$ cat config.mk
export PLATFORM = sky130hd
export DESIGN_NAME = mem_stage
export DESIGN_NICKNAME = d
export VERILOG_FILES = /design/src/apb_pkg.sv /design/src/mem_stage_pkg.sv /design/src/load_extract.sv /design/src/mem_access_ctrl.sv /design/src/mem_stage.sv /design/src/mem_wb_reg.sv /design/src/store_merge.sv
export VERILOG_INCLUDE_DIRS = /design/src /design/src/src
export SDC_FILE = /design/constraint.sdc
export NUM_CORES = 1
export LEC_CHECK = 0
export BUFFER_PORTS_ARGS = -buffer_cell sky130_fd_sc_hd__buf_2
export CAP_MARGIN = 25
export CORE_MARGIN = 3
export CORE_UTILIZATION = 25
export CTS_BUF_LIST = sky130_fd_sc_hd__clkbuf_8 sky130_fd_sc_hd__clkbuf_16
export CTS_CLUSTER_DIAMETER = 30
export CTS_CLUSTER_SIZE = 16
export DETAILED_ROUTE_END_ITERATION = 7
export PLACE_DENSITY = 0.43
export SLEW_MARGIN = 20
export SYNTH_ARGS = -nofsm -noshare
export SYNTH_HDL_FRONTEND = slang
export SYNTH_HIERARCHICAL = 1
export SYNTH_SLANG_ARGS = --single-unit
$ cat constraint.sdc
create_clock -name clk -period 7.9 [get_ports clk]
set_input_delay 1.185 -clock clk [delete_from_list [all_inputs] [get_ports clk]]
set_output_delay 1.185 -clock clk [all_outputs]
set_load 0.05 [all_outputs]
$ cat src/mem_macros.svh
`ifndef MEM_MACROS_SVH
`define MEM_MACROS_SVH

// Register and data path width
`define XLEN 64

// Data memory address width on the APB port
`define ADDR_W 64

// Destination register number width
`define REGNO_W 5

// Byte offset bits within one doubleword
`define DW_OFFS_W 3

`endif

$ cat src/apb_pkg.sv
`include "mem_macros.svh"

package apb_pkg;

  typedef struct packed {
    logic [`ADDR_W-1:0] paddr;    // Doubleword aligned
    logic               psel;
    logic               penable;
    logic               pwrite;
    logic [`XLEN-1:0]   pwdata;
  } apb_req_t;

  typedef struct packed {
    logic [`XLEN-1:0] prdata;
    logic             pready;
  } apb_rsp_t;

  typedef enum logic [2:0] {
    acc_idle,
    acc_rd_setup,
    acc_rd_access,
    acc_wr_setup,
    acc_wr_access,
    acc_drain        // Finish a flushed transfer
  } acc_state_e;

endpackage

$ cat src/mem_stage_pkg.sv
`include "mem_macros.svh"

package mem_stage_pkg;

  typedef enum logic [3:0] {
    op_none,      // Not a memory instruction
    op_lb,
    op_lbu,
    op_lh,
    op_lhu,
    op_lw,
    op_lwu,
    op_ld,
    op_sb,
    op_sh,
    op_sw,
    op_sd
  } mem_op_e;

  typedef struct packed {
    mem_op_e             op;
    logic [`XLEN-1:0]    addr;          // ALU result
    logic [`XLEN-1:0]    rs2;           // Store data
    logic [`REGNO_W-1:0] rd_regno;
    logic                update_rd;
    logic                branch_taken;
    logic [`XLEN-1:0]    pc_target;
  } mem_req_t;

  typedef struct packed {
    mem_op_e             op;
    logic [`XLEN-1:0]    alu_result;
    logic [`XLEN-1:0]    mdata;         // Extended load data or zero
    logic [`REGNO_W-1:0] rd_regno;
    logic                update_rd;
    logic                branch_taken;
    logic [`XLEN-1:0]    pc_target;
  } mem_result_t;

  function automatic logic [3:0] op_bytes(mem_op_e op);
    case (op)
      op_lb, op_lbu, op_sb: return 4'd1;
      op_lh, op_lhu, op_sh: return 4'd2;
      op_lw, op_lwu, op_sw: return 4'd4;
      default:              return 4'd8;
    endcase
  endfunction

  function automatic logic op_signed(mem_op_e op);
    return op inside {op_lb, op_lh, op_lw};
  endfunction

  function automatic logic op_is_load(mem_op_e op);
    return op inside {op_lb, op_lbu, op_lh, op_lhu, op_lw, op_lwu, op_ld};
  endfunction

  function automatic logic op_is_store(mem_op_e op);
    return op inside {op_sb, op_sh, op_sw, op_sd};
  endfunction

endpackage

$ cat src/load_extract.sv
`timescale 1ns/10ps
`include "mem_macros.svh"

module load_extract (
  input  mem_stage_pkg::mem_op_e op,
  input  logic [`DW_OFFS_W-1:0]  offset,
  input  logic [`XLEN-1:0]       dword,
  output logic [`XLEN-1:0]       mdata
);
  import mem_stage_pkg::*;

  logic [3:0]            nbytes;
  logic [`DW_OFFS_W-1:0] aligned;
  logic [`XLEN-1:0]      lanes;
  logic                  sign_fill;

  assign nbytes    = op_bytes(op);
  assign aligned   = offset & ~(`DW_OFFS_W'(nbytes - 4'd1));
  assign lanes     = dword >> {aligned, 3'b000};   // Addressed lanes down to bit 0
  assign sign_fill = op_signed(op);

  always_comb begin
    mdata = '0;
    if (op_is_load(op)) begin
      case (nbytes)
        4'd1: begin
          mdata = {{(`XLEN-8){sign_fill & lanes[7]}}, lanes[7:0]};
        end
        4'd2: begin
          mdata = {{(`XLEN-16){sign_fill & lanes[15]}}, lanes[15:0]};
        end
        4'd4: begin
          mdata = {{(`XLEN-32){sign_fill & lanes[31]}}, lanes[31:0]};
        end
        default: begin
          mdata = lanes;                    // ld
        end
      endcase
    end
  end

endmodule

$ cat src/mem_access_ctrl.sv
`timescale 1ns/10ps
`include "mem_macros.svh"

module mem_access_ctrl (
  input  logic                   clk,
  input  logic                   reset,
  input  mem_stage_pkg::mem_op_e op,
  input  logic [`XLEN-1:0]       addr,
  input  logic                   req_valid,
  input  logic                   flush,
  input  logic [`XLEN-1:0]       merged_data,
  input  logic [`XLEN-1:0]       store_data,
  output apb_pkg::apb_req_t      apb_req,
  input  apb_pkg::apb_rsp_t      apb_rsp,
  output logic [`XLEN-1:0]       read_dword,
  output logic                   ready
);
  import mem_stage_pkg::*;
  import apb_pkg::*;

  acc_state_e         state;
  acc_state_e         state_next;
  apb_req_t           xfer_q;       // Last driven request that drain replays
  logic [`ADDR_W-1:0] dw_addr;
  logic [`XLEN-1:0]   wr_data;
  logic               is_rmw;

  assign is_rmw  = op_is_store(op) && (op != op_sd);
  assign dw_addr = `ADDR_W'({addr[`XLEN-1:`DW_OFFS_W], {`DW_OFFS_W{1'b0}}});
  assign wr_data = (op == op_sd) ? store_data : merged_data;

  always_comb begin
    state_next = state;
    ready      = 1'b0;
    case (state)
      acc_idle: begin
        ready = flush || (op == op_none);   // Flushed offer is dropped here
        if (req_valid && !flush) begin
          if (op_is_load(op) || is_rmw) begin
            state_next = acc_rd_setup;
          end else if (op == op_sd) begin
            state_next = acc_wr_setup;
          end
        end
      end
      acc_rd_setup: begin
        state_next = flush ? acc_drain : acc_rd_access;
      end
      acc_rd_access: begin
        if (apb_rsp.pready) begin
          ready      = flush || !is_rmw;    // A store still owes its write
          state_next = (is_rmw && !flush) ? acc_wr_setup : acc_idle;
        end else if (flush) begin
          state_next = acc_drain;
        end
      end
      acc_wr_setup: begin
        state_next = flush ? acc_drain : acc_wr_access;
      end
      acc_wr_access: begin
        if (apb_rsp.pready) begin
          ready      = 1'b1;
          state_next = acc_idle;
        end else if (flush) begin
          state_next = acc_drain;
        end
      end
      acc_drain: begin
        if (apb_rsp.pready) begin
          state_next = acc_idle;
        end
      end
      default: begin
        state_next = acc_idle;
      end
    endcase
  end

  always_comb begin
    apb_req        = '0;
    apb_req.paddr  = dw_addr;
    apb_req.pwdata = wr_data;
    case (state)
      acc_rd_setup: begin
        apb_req.psel = 1'b1;
      end
      acc_rd_access: begin
        apb_req.psel    = 1'b1;
        apb_req.penable = 1'b1;
      end
      acc_wr_setup: begin
        apb_req.psel   = 1'b1;
        apb_req.pwrite = 1'b1;
      end
      acc_wr_access: begin
        apb_req.psel    = 1'b1;
        apb_req.penable = 1'b1;
        apb_req.pwrite  = 1'b1;
      end
      acc_drain: begin
        apb_req         = xfer_q;           // Upstream may already have moved on
        apb_req.psel    = 1'b1;
        apb_req.penable = 1'b1;
      end
      default: begin
        apb_req.psel = 1'b0;
      end
    endcase
  end

  always_ff @(posedge clk) begin
    if (reset) begin
      state <= acc_idle;
    end else begin
      state <= state_next;
    end
  end

  always_ff @(posedge clk) begin
    xfer_q <= apb_req;
    if (state == acc_rd_access && apb_rsp.pready && is_rmw) begin
      read_dword <= apb_rsp.prdata;        // Old doubleword for the merge
    end
  end

endmodule

$ cat src/mem_stage.sv
`timescale 1ns/10ps
`include "mem_macros.svh"

module mem_stage (
  input  logic                       clk,
  input  logic                       reset,
  input  mem_stage_pkg::mem_req_t    req,
  input  logic                       req_valid,
  output logic                       ready,
  input  logic                       flush,
  output apb_pkg::apb_req_t          apb_req,
  input  apb_pkg::apb_rsp_t          apb_rsp,
  output mem_stage_pkg::mem_result_t result,
  output logic                       result_valid
);

  logic [`XLEN-1:0] merged_data;
  logic [`XLEN-1:0] read_dword;
  logic [`XLEN-1:0] mdata;
  logic             accept;

  assign accept = req_valid && ready && !flush;   // Flushed cycles leave no result

  mem_access_ctrl u_ctrl (
    .clk         (clk),
    .reset       (reset),
    .op          (req.op),
    .addr        (req.addr),
    .req_valid   (req_valid),
    .flush       (flush),
    .merged_data (merged_data),
    .store_data  (req.rs2),
    .apb_req     (apb_req),
    .apb_rsp     (apb_rsp),
    .read_dword  (read_dword),
    .ready       (ready)
  );

  store_merge u_store_merge (
    .op          (req.op),
    .offset      (req.addr[`DW_OFFS_W-1:0]),
    .rs2         (req.rs2),
    .old_dword   (read_dword),
    .merged_data (merged_data)
  );

  // Load data is taken straight off the bus in the completing cycle
  load_extract u_load_extract (
    .op     (req.op),
    .offset (req.addr[`DW_OFFS_W-1:0]),
    .dword  (apb_rsp.prdata),
    .mdata  (mdata)
  );

  mem_wb_reg u_wb_reg (
    .clk          (clk),
    .reset        (reset),
    .flush        (flush),
    .accept       (accept),
    .req          (req),
    .mdata        (mdata),
    .result       (result),
    .result_valid (result_valid)
  );

endmodule

$ cat src/mem_wb_reg.sv
`timescale 1ns/10ps
`include "mem_macros.svh"

module mem_wb_reg (
  input  logic                       clk,
  input  logic                       reset,
  input  logic                       flush,
  input  logic                       accept,
  input  mem_stage_pkg::mem_req_t    req,
  input  logic [`XLEN-1:0]           mdata,
  output mem_stage_pkg::mem_result_t result,
  output logic                       result_valid
);

  // Each accepted operation gives one result in the next cycle
  always_ff @(posedge clk) begin
    if (reset || flush) begin
      result       <= '0;
      result_valid <= 1'b0;
    end else begin
      result_valid <= accept;
      if (accept) begin
        result.op           <= req.op;
        result.alu_result   <= req.addr;
        result.mdata        <= mdata;
        result.rd_regno     <= req.rd_regno;
        result.update_rd    <= req.update_rd;
        result.branch_taken <= req.branch_taken;
        result.pc_target    <= req.pc_target;
      end
    end
  end

endmodule

$ cat src/store_merge.sv
`timescale 1ns/10ps
`include "mem_macros.svh"

module store_merge (
  input  mem_stage_pkg::mem_op_e op,
  input  logic [`DW_OFFS_W-1:0]  offset,
  input  logic [`XLEN-1:0]       rs2,
  input  logic [`XLEN-1:0]       old_dword,
  output logic [`XLEN-1:0]       merged_data
);
  import mem_stage_pkg::*;

  logic [3:0]            nbytes;
  logic [`DW_OFFS_W-1:0] aligned;
  logic [`XLEN-1:0]      size_mask;
  logic [`XLEN-1:0]      lane_mask;
  logic [`XLEN-1:0]      rs2_shifted;

  assign nbytes  = op_bytes(op);
  assign aligned = offset & ~(`DW_OFFS_W'(nbytes - 4'd1));   // Low bits ignored

  always_comb begin
    case (nbytes)
      4'd1:    size_mask = {{(`XLEN-8){1'b0}}, 8'hff};
      4'd2:    size_mask = {{(`XLEN-16){1'b0}}, 16'hffff};
      4'd4:    size_mask = {{(`XLEN-32){1'b0}}, 32'hffff_ffff};
      default: size_mask = '1;
    endcase
  end

  assign lane_mask   = size_mask << {aligned, 3'b000};
  assign rs2_shifted = rs2 << {aligned, 3'b000};

  // Selected lanes from rs2 and the rest from memory
  assign merged_data = (old_dword & ~lane_mask) | (rs2_shifted & lane_mask);

endmodule

==> results.md <==
* PnR worst setup slack at roughly 1300 ps
* Via density at approximately 4.8
* Worst setup EP type: output port
* Cts hold-fix bufs at 0
* GR Util All Layers at 19.47%
* Synth Area in Simple Gates at about 13%
* Area Growth Syn to Fin at 35.47%
* Worst path arrival time at 5390 ps
* Max Cap Viol at 0
* GP Congestion at about 0.94
* Worst Setup Start Kind: primary input
* Worst-margin pin slew at approximately 1000 ps
* Worst hold slack at ~420 ps
* Die Area at roughly 83000 µm²
* Flops & latches, synth at 400
* Final WL at roughly 85000 µm
* DRC viols at 0
* Gr ovfl total at 0
* Post-synth EDFFs at 64
* Post-route insts no fill at 3705
* Most frequent cells after synthesis: mux2i_1 (337), dfxtp_1 (336), nor2_1 (298), nand2_1 (141), a21oi_1 (129)
* Clk Latency, worst-skew pair at around 640 ps
* CTS H-Tree Depth at 3
* Wire per inst at around 23 µm
* Fin nets at roughly 2800
* Die height at between 200 and 300 µm
* Synth Net Count at ~2300
* Fin util at approximately 34%
* Adder-cell share of the synthesized area at less than 1%
* Required time of the critical path at around 6700 ps
* Post-synthesis sequential area ratio at a little over two fifths
* Reg-to-reg endpoint: u_wb_reg/result[108]
* Slew Viols, Final at 0
* Critical Path Start: req[199]
* Setup TNS at 0 ps
* Post-layout min period at roughly 6600 ps
* Post-Synthesis Cells at ~2000
* Post-synthesis cell type count at between 70 and 80
* Tcrit/Tclk final at 83.20%
* Leak at roughly 0.012 µW
* Largest net degree at the start of global routing at 156
* Root Buffer: clkbuf_16
* Clk buf depth at 3
* Worst relative slew slack at a little under a third
* Post-cts resize count at 0
* Final setup fails at 0
* Reg clk slew, reported paths at about 40 ps
* Synth top area share at ~34%
* Max FO, Critical Path at 34
* Mux cell area share after synthesis at 26.80%
* Top cells by area, synth: dfxtp_1 (34%), mux2i_1 (17%), edfxtp_1 (9.6%), nor2_1 (5.6%), mux2_2 (3.4%)
* Worst setup path end: apb_req[34]
* Post-synth top flop: dfxtp_1
* Synth Area in XOR/XNOR at 0%
* Routed Antenna Nets at 0
* Syn avg cell area at 10.16 µm²
* Synth warnings at 6
* Share of layout cells above drive strength 1 at a little over a third
* Iter 0 DRT Violations at between 1500 and 2000
* Fin. Hold Viols at 0
* Worst r2r src: u_ctrl/state[2]
* IO Count at a little over 600
* CP Class: in -> out
* Setup Buffers After CTS at 0
* First-pass GRT wire length at about 120000 µm
* Worst vdd ir at 0.0001608 V
* Clk_skew at between 20 and 25 ps
* Via count at roughly 18000
* R2r worst-path depth at 7
* Hold Path Class: reg -> reg
* RSZ-0062 raised after global routing: false
* Die Span X at between 200 and 300 µm
* Core area at a little under 80000 µm²
* Placed cell count at 3500
* Detailed Routing Iterations Pass 1 at 5
* Setup slack, reg-to-reg at ~4500 ps
* CTS Buf Count at approximately 110
* Async SR Flop Fraction at 0%
* Initial Util at between 20% and 30%
* Max Fclk at roughly 150 MHz
* Status: complete, no violations
* Initial antenna violation count at 16
* Row Count at slightly above 100
* Cell taking the most area after synthesis: dfxtp_1
* Vias in the first global route at around 17000
* Largest family of logic cells by synthesized area: multiplexers
* TritonCTS clock tree: built
* Synth Area in Compound Gates at 9.974%
* DP Worst Slack at roughly 1400 ps
* IO buf count at slightly above 600
* Top-count cell post-synth: mux2i_1
* Power density over the cells at ~300 nW/µm²
* DP HPWL at 64580 µm
* CTS sink cnt at 400
* Syn Std Cell Area at roughly 20000 µm²
==> power by group <==
group,internal (µW),total [µW],switching [µW]
logic,504,1640,1140
clock network,2800,4150,1350
registers,2210,2250,46.6
==> worst min-delay path by stage <==
stage	end	startpoint	slack, ps	cells past startpoint
floorplan	u_ctrl/xfer_q[67]	u_ctrl/xfer_q[67]	640	2
global placement	u_ctrl/xfer_q[68]	u_ctrl/xfer_q[68]	410	2
detailed placement	u_ctrl/xfer_q[68]	u_ctrl/xfer_q[68]	410	2
CTS	u_ctrl/xfer_q[68]	u_ctrl/xfer_q[68]	420	2
global route	u_ctrl/xfer_q[67]	u_ctrl/xfer_q[67]	440	2
finish	u_ctrl/xfer_q[67]	u_ctrl/xfer_q[67]	420	2
==> flip-flops by register name, indices dropped and copies added (netlist names) <==
| register | flops |
|---|---|
| u_ctrl/read_dword | 64 |
| u_ctrl/state | 3 |
| u_ctrl/xfer_q | 129 |
| u_wb_reg/result | 203 |
| u_wb_reg/result_valid | 1 |
==> cell families after synthesis <==
logic type	count (synthesis)
AO/OA/AOI/OAI	308
flip-flops	400
adder cells (fa/ha/maj)	15
buffers and inverters	183
AND/OR/NAND/NOR	582
multiplexers	481
==> cell type report <==
| cell class | instances | area [µm²] |
|---|---|---|
| diodes | 6 | 15.01 |
| clock buffers | 125 | 2937 |
| clock inverters | 74 | 636.9 |
| fillers | 8205 | 52040 |
| inverters | 36 | 137.6 |
| multi-input cells | 1386 | 10160 |
| flip-flops and latches | 400 | 8648 |
| well taps | 1050 | 1314 |
| repair buffers | 628 | 3241 |
==> worst max-delay path, cell delays in order <==
cell	delay [ps]
buf_2	290
inv_1	120
ha_1	370
mux2i_1	440
nor2_1	120
ha_1	360
nand2b_1	140
buf_4	420
o211ai_1	160
a21o_1	340
nor3_2	520
o32a_1	260
mux2i_1	90
a21oi_1	250
buf_2	300
==> per-stage QoR <==
| stage | instance area, µm² | power [µW] |
|---|---|---|
| 6_report | 27090 | 8038 |
| 5_1_grt | 27080 | 8358 |
| 4_1_cts | 27070 | 8144 |
| 3_5_place_dp | 23500 | 3917 |
| 3_3_place_gp | 23490 | 3913 |
| 2_1_floorplan | 20000 | 3484 |
==> layer usage <==
metal  wire (µm)  global-route usage [%]  vias to the layer above  share of wire (%)
li1            -                       -                     8265                  -
met1       36730                   25.52                     8544                 43
met2       39280                   31.39                      710                 46
met3        6356                   5.264                      156                7.5
met4        2289                   5.658                       18                2.7
met5         133                       0                        -               0.16
==> cells in the final DEF, fill, tap and decap left out, types with 6 or more instances in the layout <==
cell / netlist / final
mux2i_1: 337 / 337
inv_1: 35 / 53
diode_2: 0 / 6
ha_1: 15 / 15
inv_6: 0 / 6
clkbuf_16: 0 / 108
buf_4: 5 / 17
a21oi_1: 129 / 129
nand2b_1: 10 / 9
nor2b_1: 7 / 6
edfxtp_1: 64 / 64
clkinv_4: 0 / 6
o22a_1: 9 / 9
mux2_2: 60 / 60
nand3_1: 55 / 54
clkinvlp_4: 0 / 7
clkinv_2: 0 / 24
mux4_2: 29 / 29
nor2_1: 298 / 296
o21ai_0: 56 / 56
o21ai_1: 8 / 8
a221oi_1: 7 / 7
o2111ai_1: 11 / 11
a31oi_1: 11 / 11
o311ai_1: 8 / 8
nand2_1: 141 / 141
nor3_1: 16 / 16
a221oi_2: 8 / 8
o32a_1: 8 / 8
clkbuf_8: 0 / 17
a22oi_1: 7 / 7
buf_2: 40 / 607
mux2_4: 10 / 10
o2bb2ai_1: 9 / 9
and3_1: 10 / 10
mux2_1: 45 / 45
a41oi_1: 8 / 8
dfxtp_1: 336 / 336
Note: power is estimated with default switching activity, not from simulation.
